`src/include/sprite_settings.svh`:
```
`ifndef SPRITE_SETTINGS_SVH
`define SPRITE_SETTINGS_SVH

// sprite engine sizing
`define SPRITE_COUNT 8          // hardware sprites, four pairs
`define HPOS_WIDTH 9            // horizontal beam counter
`define SPRITE_DATA_WIDTH 16    // one data word, also bus data width

// register bus
`define REG_ADDR_WIDTH 6        // 0..31 sprite regs, 32 mask
`define SPRITE_MASK_ADDR 6'd32  // global sprite mask register

`endif

```
`src/hw/sprite_pkg.sv`:
```
`default_nettype none

// shared types for the sprite engine
package sprite_pkg;

  // --------------------
  // per-sprite register select, address bits 1..0
  // --------------------
  typedef enum logic [1:0] {
    spr_pos  = 2'b00,  // hstart bits 8..1
    spr_ctl  = 2'b01,  // attach, hstart bit 0; disarms
    spr_data = 2'b10,  // plane a word; arms
    spr_datb = 2'b11   // plane b word
  } sprite_reg_e;

  // --------------------
  // how the winning pixel of a pair was formed
  // --------------------
  typedef enum logic {
    mode_single   = 1'b0,  // one sprite, 3 colors + transparent
    mode_attached = 1'b1   // odd over even, 15 colors + transparent
  } pixel_mode_e;

  // color index layout in the 16-entry sprite palette
  //   single    {pair, 2-bit pixel}
  //   attached  {odd pixel, even pixel}
  // pair 0 covers sprites 0/1, pair 3 covers sprites 6/7

endpackage

`default_nettype wire

```
`src/hw/sprite_reg_decode.sv`:
```
`timescale 1ns/1ns
`default_nettype none

`include "sprite_settings.svh"

// register bus decode
// sprite writes become a one-hot strobe to the shifters, one enabled cycle later
module sprite_reg_decode (
  input  logic                            clk,
  input  logic                            reset,
  input  logic                            pix_en,      // pixel clock enable
  input  logic                            reg_wr,      // single-cycle write strobe
  input  logic [`REG_ADDR_WIDTH-1:0]      reg_addr,
  input  logic [`SPRITE_DATA_WIDTH-1:0]   reg_data,
  output logic [`SPRITE_COUNT-1:0]        spr_wr,      // one-hot per sprite
  output sprite_pkg::sprite_reg_e         spr_reg,
  output logic [`SPRITE_DATA_WIDTH-1:0]   spr_data,
  output logic [`SPRITE_COUNT-1:0]        sprite_mask  // 1 = sprite visible
);

  import sprite_pkg::*;

  logic sprite_hit;  // address in sprite register window
  logic mask_hit;    // address is the global mask

  // --------------------
  // address decode
  // --------------------
  assign sprite_hit = reg_wr && !reg_addr[5];                   // 0..31
  assign mask_hit   = reg_wr && (reg_addr == `SPRITE_MASK_ADDR);

  // strobe lasts exactly one enabled cycle
  always_ff @(posedge clk) begin
    if (reset) begin
      spr_wr <= '0;
    end else if (pix_en) begin
      spr_wr <= '0;
      if (sprite_hit)
        spr_wr[reg_addr[4:2]] <= 1'b1;  // sprite number in bits 4..2
    end
  end

  // register select and data ride along with the strobe
  always_ff @(posedge clk) begin
    if (pix_en && sprite_hit) begin
      spr_reg  <= sprite_reg_e'(reg_addr[1:0]);
      spr_data <= reg_data;
    end
  end

  // --------------------
  // global sprite mask
  // --------------------
  always_ff @(posedge clk) begin
    if (reset)
      sprite_mask <= '1;  // all sprites visible
    else if (pix_en && mask_hit)
      sprite_mask <= reg_data[`SPRITE_COUNT-1:0];
  end

  // addresses 33..63 fall through, nothing happens

endmodule

`default_nettype wire

```
`src/hw/sprite_shifter.sv`:
```
`timescale 1ns/1ns
`default_nettype none

`include "sprite_settings.svh"

// one sprite's registers, arming and parallel to serial conversion
// the load pipeline is two stages deep so that bit 15 shows
// while hpos equals hstart + 3
module sprite_shifter (
  input  logic                            clk,
  input  logic                            reset,
  input  logic                            pix_en,   // pixel clock enable
  input  logic                            wr,       // decoded write strobe
  input  sprite_pkg::sprite_reg_e         reg_sel,  // register being written
  input  logic [`SPRITE_DATA_WIDTH-1:0]   data_in,
  input  logic [`HPOS_WIDTH-1:0]          hpos,     // horizontal beam counter
  output logic [1:0]                      sprdata,  // {plane b, plane a}
  output logic                            attach    // odd sprite joins its neighbor
);

  import sprite_pkg::*;

  logic [`SPRITE_DATA_WIDTH-1:0] datla;   // data register a
  logic [`SPRITE_DATA_WIDTH-1:0] datlb;   // data register b
  logic [`SPRITE_DATA_WIDTH-1:0] shifta;  // shift register a
  logic [`SPRITE_DATA_WIDTH-1:0] shiftb;  // shift register b
  logic [`HPOS_WIDTH-1:0]        hstart;  // horizontal start
  logic                          armed;
  logic                          load;     // start match seen
  logic                          load_del; // loads the shifters

  // --------------------
  // arming
  // --------------------
  always_ff @(posedge clk) begin
    if (reset) begin
      armed <= 1'b0;  // nothing triggers out of reset
    end else if (pix_en && wr) begin
      if (reg_sel == spr_ctl)
        armed <= 1'b0;  // ctl write disarms
      else if (reg_sel == spr_data)
        armed <= 1'b1;  // data a write arms
    end
  end

  // start position compare and its delay stage
  // stays armed, so the sprite retriggers every line
  always_ff @(posedge clk) begin
    if (reset) begin
      load     <= 1'b0;
      load_del <= 1'b0;
    end else if (pix_en) begin
      load     <= armed && (hpos == hstart);
      load_del <= load;
    end
  end

  // --------------------
  // register file
  // --------------------
  always_ff @(posedge clk) begin
    if (pix_en && wr) begin
      case (reg_sel)
        spr_pos:  hstart[8:1] <= data_in[7:0];
        spr_ctl:  hstart[0]   <= data_in[0];
        spr_data: datla       <= data_in;
        spr_datb: datlb       <= data_in;
        default:  ;
      endcase
    end
  end

  // attach bit sits in ctl bit 7
  always_ff @(posedge clk) begin
    if (reset)
      attach <= 1'b0;
    else if (pix_en && wr && (reg_sel == spr_ctl))
      attach <= data_in[7];
  end

  // --------------------
  // shifters, msb first
  // --------------------
  always_ff @(posedge clk) begin
    if (reset) begin
      shifta <= '0;
      shiftb <= '0;
    end else if (pix_en) begin
      if (load_del) begin
        shifta <= datla;  // fresh words from the data regs
        shiftb <= datlb;
      end else begin
        shifta <= {shifta[`SPRITE_DATA_WIDTH-2:0], 1'b0};  // zeros fill in behind
        shiftb <= {shiftb[`SPRITE_DATA_WIDTH-2:0], 1'b0};
      end
    end
  end

  // serial pixel out
  assign sprdata = {shiftb[`SPRITE_DATA_WIDTH-1], shifta[`SPRITE_DATA_WIDTH-1]};

endmodule

`default_nettype wire

```
`src/hw/sprite_priority.sv`:
```
`timescale 1ns/1ns
`default_nettype none

`include "sprite_settings.svh"

// priority merge of all sprite pixel streams
// lowest pair wins, odd sprite may attach to the even one
module sprite_priority (
  input  logic                            clk,
  input  logic                            reset,
  input  logic                            pix_en,       // pixel clock enable
  input  logic [2*`SPRITE_COUNT-1:0]      sprdata,      // two bits per sprite
  input  logic [`SPRITE_COUNT-1:0]        attach,       // only odd bits matter
  input  logic [`SPRITE_COUNT-1:0]        sprite_mask,  // 1 = visible
  output logic [3:0]                      spr_color,    // sprite palette index
  output logic                            spr_valid,
  output sprite_pkg::pixel_mode_e         spr_mode
);

  import sprite_pkg::*;

  localparam int PAIR_COUNT = `SPRITE_COUNT / 2;

  logic [1:0]  pix [`SPRITE_COUNT];  // masked pixels
  logic [3:0]  color_nxt;
  logic        valid_nxt;
  pixel_mode_e mode_nxt;

  // --------------------
  // masking
  // --------------------
  always_comb begin
    for (int i = 0; i < `SPRITE_COUNT; i++) begin
      pix[i] = sprite_mask[i] ? sprdata[2*i +: 2] : 2'b00;  // hidden = transparent
    end
  end

  // --------------------
  // pair scan
  // --------------------
  // walks from the highest pair down so the lowest
  // pair with a pixel is written last and wins
  always_comb begin
    color_nxt = 4'd0;
    valid_nxt = 1'b0;
    mode_nxt  = mode_single;
    for (int p = PAIR_COUNT - 1; p >= 0; p--) begin
      if ((pix[2*p] != 2'b00) || (pix[2*p+1] != 2'b00)) begin
        valid_nxt = 1'b1;
        if (attach[2*p+1]) begin
          // 15-color pixel, odd bits on top
          color_nxt = {pix[2*p+1], pix[2*p]};
          mode_nxt  = mode_attached;
        end else if (pix[2*p] != 2'b00) begin
          color_nxt = {p[1:0], pix[2*p]};    // even sprite in front
          mode_nxt  = mode_single;
        end else begin
          color_nxt = {p[1:0], pix[2*p+1]};  // odd shows through
          mode_nxt  = mode_single;
        end
      end
    end
  end

  // --------------------
  // output register, one enabled cycle
  // --------------------
  always_ff @(posedge clk) begin
    if (reset) begin
      spr_color <= 4'd0;
      spr_valid <= 1'b0;
      spr_mode  <= mode_single;
    end else if (pix_en) begin
      spr_color <= color_nxt;  // 0 when nothing is showing
      spr_valid <= valid_nxt;
      spr_mode  <= mode_nxt;
    end
  end

endmodule

`default_nettype wire

```
`src/hw/sprite_engine.sv`:
```
`timescale 1ns/1ns
`default_nettype none

`include "sprite_settings.svh"

// sprite serializer top
// bus decode -> eight shifters -> priority merge
// pixel bit 15 of a sprite reaches the outputs while hpos equals hstart + 4
module sprite_engine (
  input  logic                            clk,
  input  logic                            reset,
  input  logic                            pix_en,    // pixel clock enable
  input  logic [`HPOS_WIDTH-1:0]          hpos,      // beam counter
  input  logic                            reg_wr,    // bus write strobe
  input  logic [`REG_ADDR_WIDTH-1:0]      reg_addr,
  input  logic [`SPRITE_DATA_WIDTH-1:0]   reg_data,
  output logic [3:0]                      spr_color,
  output logic                            spr_valid,
  output sprite_pkg::pixel_mode_e         spr_mode
);

  import sprite_pkg::*;

  // decoder to shifters
  logic [`SPRITE_COUNT-1:0]        spr_wr;
  sprite_reg_e                     spr_reg;
  logic [`SPRITE_DATA_WIDTH-1:0]   spr_data;
  logic [`SPRITE_COUNT-1:0]        sprite_mask;

  // shifters to priority merge
  logic [2*`SPRITE_COUNT-1:0]      sprdata;
  logic [`SPRITE_COUNT-1:0]        attach;

  // --------------------
  // register decode
  // --------------------
  sprite_reg_decode u_decode (
    .clk         (clk),
    .reset       (reset),
    .pix_en      (pix_en),
    .reg_wr      (reg_wr),
    .reg_addr    (reg_addr),
    .reg_data    (reg_data),
    .spr_wr      (spr_wr),
    .spr_reg     (spr_reg),
    .spr_data    (spr_data),
    .sprite_mask (sprite_mask)
  );

  // --------------------
  // one shifter per sprite
  // --------------------
  for (genvar i = 0; i < `SPRITE_COUNT; i++) begin : g_sprite
    sprite_shifter u_shifter (
      .clk     (clk),
      .reset   (reset),
      .pix_en  (pix_en),
      .wr      (spr_wr[i]),          // own strobe bit
      .reg_sel (spr_reg),
      .data_in (spr_data),
      .hpos    (hpos),
      .sprdata (sprdata[2*i +: 2]),
      .attach  (attach[i])
    );
  end

  // --------------------
  // priority merge
  // --------------------
  sprite_priority u_priority (
    .clk         (clk),
    .reset       (reset),
    .pix_en      (pix_en),
    .sprdata     (sprdata),
    .attach      (attach),
    .sprite_mask (sprite_mask),
    .spr_color   (spr_color),
    .spr_valid   (spr_valid),
    .spr_mode    (spr_mode)
  );

endmodule

`default_nettype wire

```
`config.mk`:
```
export PLATFORM = sky130hd
export DESIGN_NAME = sprite_engine
export DESIGN_NICKNAME = d
export VERILOG_FILES = /design/src/hw/sprite_pkg.sv /design/src/hw/sprite_reg_decode.sv /design/src/hw/sprite_shifter.sv /design/src/hw/sprite_priority.sv /design/src/hw/sprite_engine.sv
export VERILOG_INCLUDE_DIRS = /design/src /design/src/include
export SDC_FILE = /design/constraint.sdc
export NUM_CORES = 1
export LEC_CHECK = 0
export BUFFER_PORTS_ARGS = -buffer_cell sky130_fd_sc_hd__buf_2
export CAP_MARGIN = 25
export CORE_MARGIN = 4
export CORE_UTILIZATION = 55
export CTS_CLUSTER_DIAMETER = 40
export DETAILED_ROUTE_END_ITERATION = 10
export GPL_TIMING_DRIVEN = 0
export MAX_ROUTING_LAYER = met4
export PLACE_DENSITY = 0.8
export SLEW_MARGIN = 10
export SYNTH_ARGS = -nofsm -noshare
export SYNTH_HDL_FRONTEND = slang
export SYNTH_SLANG_ARGS = --single-unit
```
`constraint.sdc`:
```
create_clock -name clk -period 1.66 [get_ports clk]
set_clock_uncertainty 0.1 [all_clocks]
set_input_delay 0.166 -clock clk [delete_from_list [all_inputs] [get_ports clk]]
set_output_delay 0.166 -clock clk [all_outputs]
set_load 0.1 [all_outputs]
```
==> flow_summary.ini, run 1 <==
[outcome]
status = completed

[floorplan]
num_rows = 77
initial_core_util = 0.558
core_um2 = 44400
die-area_um2 = 48500
die_w_um = 220
dieHeight_um = 220
io_pins = 41

[routing]
viasPerCell = 6.00
wl_per_cell_um = 22.6
via_count = 16200
drt_iter0_drc = 1728
antenna_left = 0
dr.pass1.iters = 6
wl_mm = 61.0
drc = 0

[logic_synthesis]
synthCells = 1898
synth_fa_ha_area_frac = 0.00202
synth_top_family_by_area = multiplexers
synthMuxAreaShare = 0.101
synthTopCellsByCount = edfxtp_1 (346), dfxtp_1 (306), nor2_1 (278)
synth_xor_area_frac = 0.0255
yosysMostFrequentCell = edfxtp_1
synth_cell_types = 50
syn_nets = 1937
yosysWarnings = 0
yosys.area_share.simple = 0.0777
synthTopCellsByArea = edfxtp_1 (42%), dfxtp_1 (25%), mux2i_1 (10%)
yosysTopAreaCell = edfxtp_1
avgSynthCellArea_um2 = 13.0
synth_top_area_share = 0.419
netlist_area_um2 = 24800
synth.yosys.seq_area_share = 0.667
ys.flop_type = edfxtp_1
ys_seq_elements = 652
synth-compound-area-share = 0.0976
synthArstFlopShare = 0
synth_edf_count = 346

[job]
cap_violations = 0

[place]
place_congestion = 0.902
hpwlAfterDp_mm = 39.3
numPortBuffers = 29
placed_area_um2 = 26000

[setup_path]
cp_cell_sequence = buf_4
crit_arrival_ns = 1.37
worst-path-buf-inv = 1
start_kind = flip-flop
slowest_stage = dfxtp_1
worstRegToRegCells = 3
r2r-end = g_sprite[4].u_shifter.datla[9]
crit_fanout = 2
path_class = flip-flop to output pin
cp.required_ns = 1.39
path_delay_family = flip-flops
max_stage_delay_ns = 0.44
worstReg2RegStart = u_decode.spr_reg[0]
cp-end-kind = output pin
regToRegSetupSlack_ns = 0.04

[clock_tree]
cts-buffers-inserted = 71
worstSkewPairLatency_ns = 0.60
clock_path_buffers = 3
htreeDepth = 3
root_buffer = clkbuf_16
cts_tree = built
clk_pin_slew_ns = 0.06
cts_sinks = 652

[power]
power_mw = 35.7
power_leakage_nw = 9.57
ir_drop_v = 0.00109
p_per_area_nw_per_um2 = 1240

[finish]
fin_area_um2 = 28900
synthToLayoutAreaGrowth_pct = 16.5
drive_gt1_frac = 0.143
num_antenna_cells = 0
nets = 2085

[timing]
min_period_ns = 1.64
relSlewSlack = 0.261
period_share = 0.988
hold_violations = 0
rsz0062_at_grt = yes
setup_viol = 0
worst_pin_slew_ns = 1.11
clock.fmax_ghz = 0.610
drv_slew = 0

[hold_path]
min-delay-start = reset
hold_path_class = primary input to flip-flop
hold_path_end = u_priority.spr_valid
holdPathStages = 3

[global_routing]
grt_usage = 0.257
antenna_found_initial = 2
grt_max_degree = 19
overflow = 0
grt_pass1_wl_mm = 93.3
grt_pass1_vias = 16100
final cells by class:
class | instances | area, µm²
flip-flops and latches | 652 | 16500
fillers | 3081 | 15600
multi-input cells | 1089 | 7660
clock buffers | 100 | 2110
repair buffers | 74 | 790
well taps | 592 | 741
plain buffers | 146 | 677
clock inverters | 32 | 307
inverters | 12 | 45.0
logic make-up after synthesis:
kind of cell	after synthesis
DFF	652
and+or+nand+nor	432
AOI/OAI and AO/OA	329
muxes	251
buffers and inverters	158
xor gates and xnor gates	72
adders and majority gates	4
power by group:
part           switching, mW  internal [mW]  leakage (nW)
combinational           1.25          0.698          2.75
sequential             0.362           17.4          5.63
clock                   6.53           9.49          1.19
total                   8.14           27.5          9.57
how the worst max path moves through the flow:
| stage | startpoint | to | cells past startpoint |
|---|---|---|---|
| after floorplan | pix_en | u_decode.spr_data[0] | 4 |
| after global placement | u_decode.spr_data[7] | g_sprite[1].u_shifter.hstart[8] | 0 |
| after detailed placement | pix_en | g_sprite[7].u_shifter.datla[12] | 4 |
| after CTS | u_decode.spr_reg[0] | g_sprite[6].u_shifter.armed | 5 |
| after global routing | u_decode.spr_reg[0] | g_sprite[4].u_shifter.datla[9] | 3 |
| final | u_priority.spr_mode | spr_mode | 1 |
through the flow:
stage	hold slack, ns	TNS (ns)	setup slack (ns)	instances	util
2_1_floorplan	0.165	0	0.118	1898	-
3_3_place_gp	0.242	-155.08	-0.482	2519	0.578
3_5_place_dp	0.245	-128.64	-0.386	2538	0.586
4_1_cts	0.00502	-0.0749	-0.0386	2696	0.649
5_1_grt	0.0713	-0.00109	-0.000748	2697	0.650
6_report	0.0372	0	0.0201	2697	0.650
placed cells by master (no fill, tap or decap), types with 6 or more instances in the layout:
cell           instances
a211oi_1             240
a211o_1                8
clkbuf_16             77
buf_4                  6
xnor2_1                8
nor4_1                16
nor3_1                 8
xor2_1                64
edfxtp_1             346
dfxtp_1              305
nor2_1               277
mux2i_1              251
and3_4                16
nand2_1               38
clkbuf_8              10
buf_16                 6
inv_6                  7
dlygate4sd3_1         25
and3_2                 9
and3_1                16
a31oi_1               10
a21oi_1               27
nand3_1               30
clkinv_2               8
a22oi_1                7
buf_2                114
clkbuf_1              62
buf_8                 13
and4_1                 8
inv_1                 11
what timing repair did:
action | 4_1_cts | 5_1_grt
gates cloned | 1 | 0
buffers inserted | 0 | 1
hold buffers | 25 | 0
setup endpoints to repair | 335 | 220
gates resized for setup | 35 | 12
endpoints found under the hold margin | 40 | 0
pin swaps | 0 | 2
worst min-delay path, cell delays in order:
cell and delay, ns:
clkbuf_1 0.31, o21bai_1 0.17, a41oi_1 0.05
routing by layer:
layer  track usage  vias up  wire length, µm
met3        0.0463      146             4690
met2         0.399      710            29000
met5             -        -                0
met1         0.337     7987            25000
li1              -     7339                -
met4         0.110        0             2300
Power figures use the tool's default switching activity.
==> run 2: changes to the inputs <==
==> constraint.sdc (replaced) <==
create_clock -name clk -period 1.66 [get_ports clk]
set_clock_uncertainty 0.1 [all_clocks]
set_input_delay 0.083 -clock clk [delete_from_list [all_inputs] [get_ports clk]]
set_output_delay 0.083 -clock clk [all_outputs]
set_load 0.1 [all_outputs]
==> run 2 against run 1 <==
Global-route usage increased by 0.077 points. Via count increased by 0.83%. Fmax decreased by 0.75%. Worst setup slack got worse by 0.012 ns. Total power increased by 1.1%. Critical endpoint is now g_sprite[0].u_shifter.armed. Die area unchanged. Core utilization increased by 0.36 points. Register-to-register slack got worse by 0.03 ns. Hold slack got worse by 0.0027 ns. Clock-buffer cell count decreased by 3.
==> flow_summary.ini, run 2 (synthesis results as in run 1) <==
[outcome]
status = completed

[finish]
num_antenna_cells = 0
multi_input_area_um2 = 7670
final_util = 0.653
final_common_cell = edfxtp_1
drive_gt1_frac = 0.144
layout.cells.non_filler = 2704
synthToLayoutAreaGrowth_pct = 17.1
mostFrequentLayoutCells = edfxtp_1 (346), dfxtp_1 (306), nor2_1 (277)
regArea_um2 = 16500
nFillCells = 2980
nets = 2091

[floorplan]
io_pins = 41
dieHeight_um = 220
die_w_um = 220
initial_core_util = 0.558
num_rows = 77
die-area_um2 = 48500
core_um2 = 44400

[power]
power_leakage_nw = 9.64
ir_drop_v = 0.00110
p_per_area_nw_per_um2 = 1240
power_mw = 36.1

[setup_path]
crit_fanout = 10
start_kind = flip-flop
cp.required_ns = 2.05
crit_arrival_ns = 2.04
path_class = flip-flop to flip-flop
cp-end-kind = flip-flop

[global_routing]
grt_usage = 0.258
grt_pass1_wl_mm = 93.9
grt_max_degree = 18
overflow = 0
grt_pass1_vias = 16300
antenna_found_initial = 0

[timing]
drv_slew = 0
period_share = 0.995
tns_ns = 0
hold_violations = 0
setup_viol = 0
min_period_ns = 1.65
worst_pin_slew_ns = 0.879
whs_ns = 0.0345
relSlewSlack = 0.414
clock.fmax_ghz = 0.605

[clock_tree]
clk_pin_slew_ns = 0.06
clock_path_buffers = 3
cts_tree = built
root_buffer = clkbuf_16
cts-buffers-inserted = 73
worstSkewPairLatency_ns = 0.59
htreeDepth = 3
cts_sinks = 652

[hold_path]
hold_path_class = primary input to flip-flop

[routing]
drc = 0
antenna_left = 0
via_count = 16300
wl_per_cell_um = 22.7
viasPerCell = 6.03
dr.pass1.iters = 6
drt_iter0_drc = 1588
wl_mm = 61.4

[job]
cap_violations = 0

[place]
numPortBuffers = 29
hpwlAfterDp_mm = 38.6
place_congestion = 0.913
dpl.cell_count = 2538
[run 2: cell count changes in the layout (fill, tap and decap cells not counted), sizes merged]
cell,change
clkinv,+4
bufinv,+3
dlygate4sd3,+3
clkbuf,-2
and3,-1
buf,+1
clkinvlp,-1
[run 2: worst paths after layout]
| kind | start | end | slack [ns] | depth (start not counted) |
|---|---|---|---|---|
| worst max-delay path | u_decode.spr_reg[0] | g_sprite[0].u_shifter.armed | 0.008 | 5 |
| worst max register to register | u_decode.spr_reg[0] | g_sprite[0].u_shifter.armed | 0.008 | 5 |
| worst min register to register | g_sprite[0].u_shifter.shifta[0] | g_sprite[0].u_shifter.shifta[0] | 0.37 | 2 |
| worst min-delay path | hpos[4] | g_sprite[3].u_shifter.load | 0.03 | 5 |
[run 2: power breakdown]
group          switching (mW)  internal (mW)
Sequential              0.358           17.4
Clock                    6.56           9.84
Combinational            1.26          0.711
Total                    8.18           27.9
[run 2: what timing repair did]
action,in CTS,in global routing
buffers inserted,0,3
pin swaps,0,1
hold buffers,28,0
resized for setup,43,12
hold endpoints to repair,44,0
setup endpoints to repair,335,141
[run 2: cell type report]
class                      count  area share
timing repair buffer          80      0.0306
buffer                       145      0.0233
multi-input combinational   1088       0.264
clock inverter                38      0.0140
sequential                   652       0.569
inverter                      12     0.00155
tap                          592      0.0255
clock buffer                  97      0.0714
[run 2: worst max-delay path, cell delays in order (launching register included)]
cell and delay, ns:
edfxtp_1 0.45, inv_2 0.13, ha_2 0.32, clkbuf_4 0.20
and4_1 0.21, nor3_1 0.16
[run 2: per-stage QoR]
step	instance area, µm²	setup slack [ns]
2_1_floorplan	24800	0.0582
3_5_place_dp	26100	-0.528
6_report	29000	0.00764
3_3_place_gp	25700	-0.503
5_1_grt	29000	-0.0515
4_1_cts	28900	0.000848
[run 2: routing by layer]
metal  share of wire  up-vias  track usage
met5               0        -            -
met1            0.40     8054        0.333
li1                -     7347            -
met3           0.083      171       0.0459
met2            0.48      744        0.407
met4           0.037        0        0.107
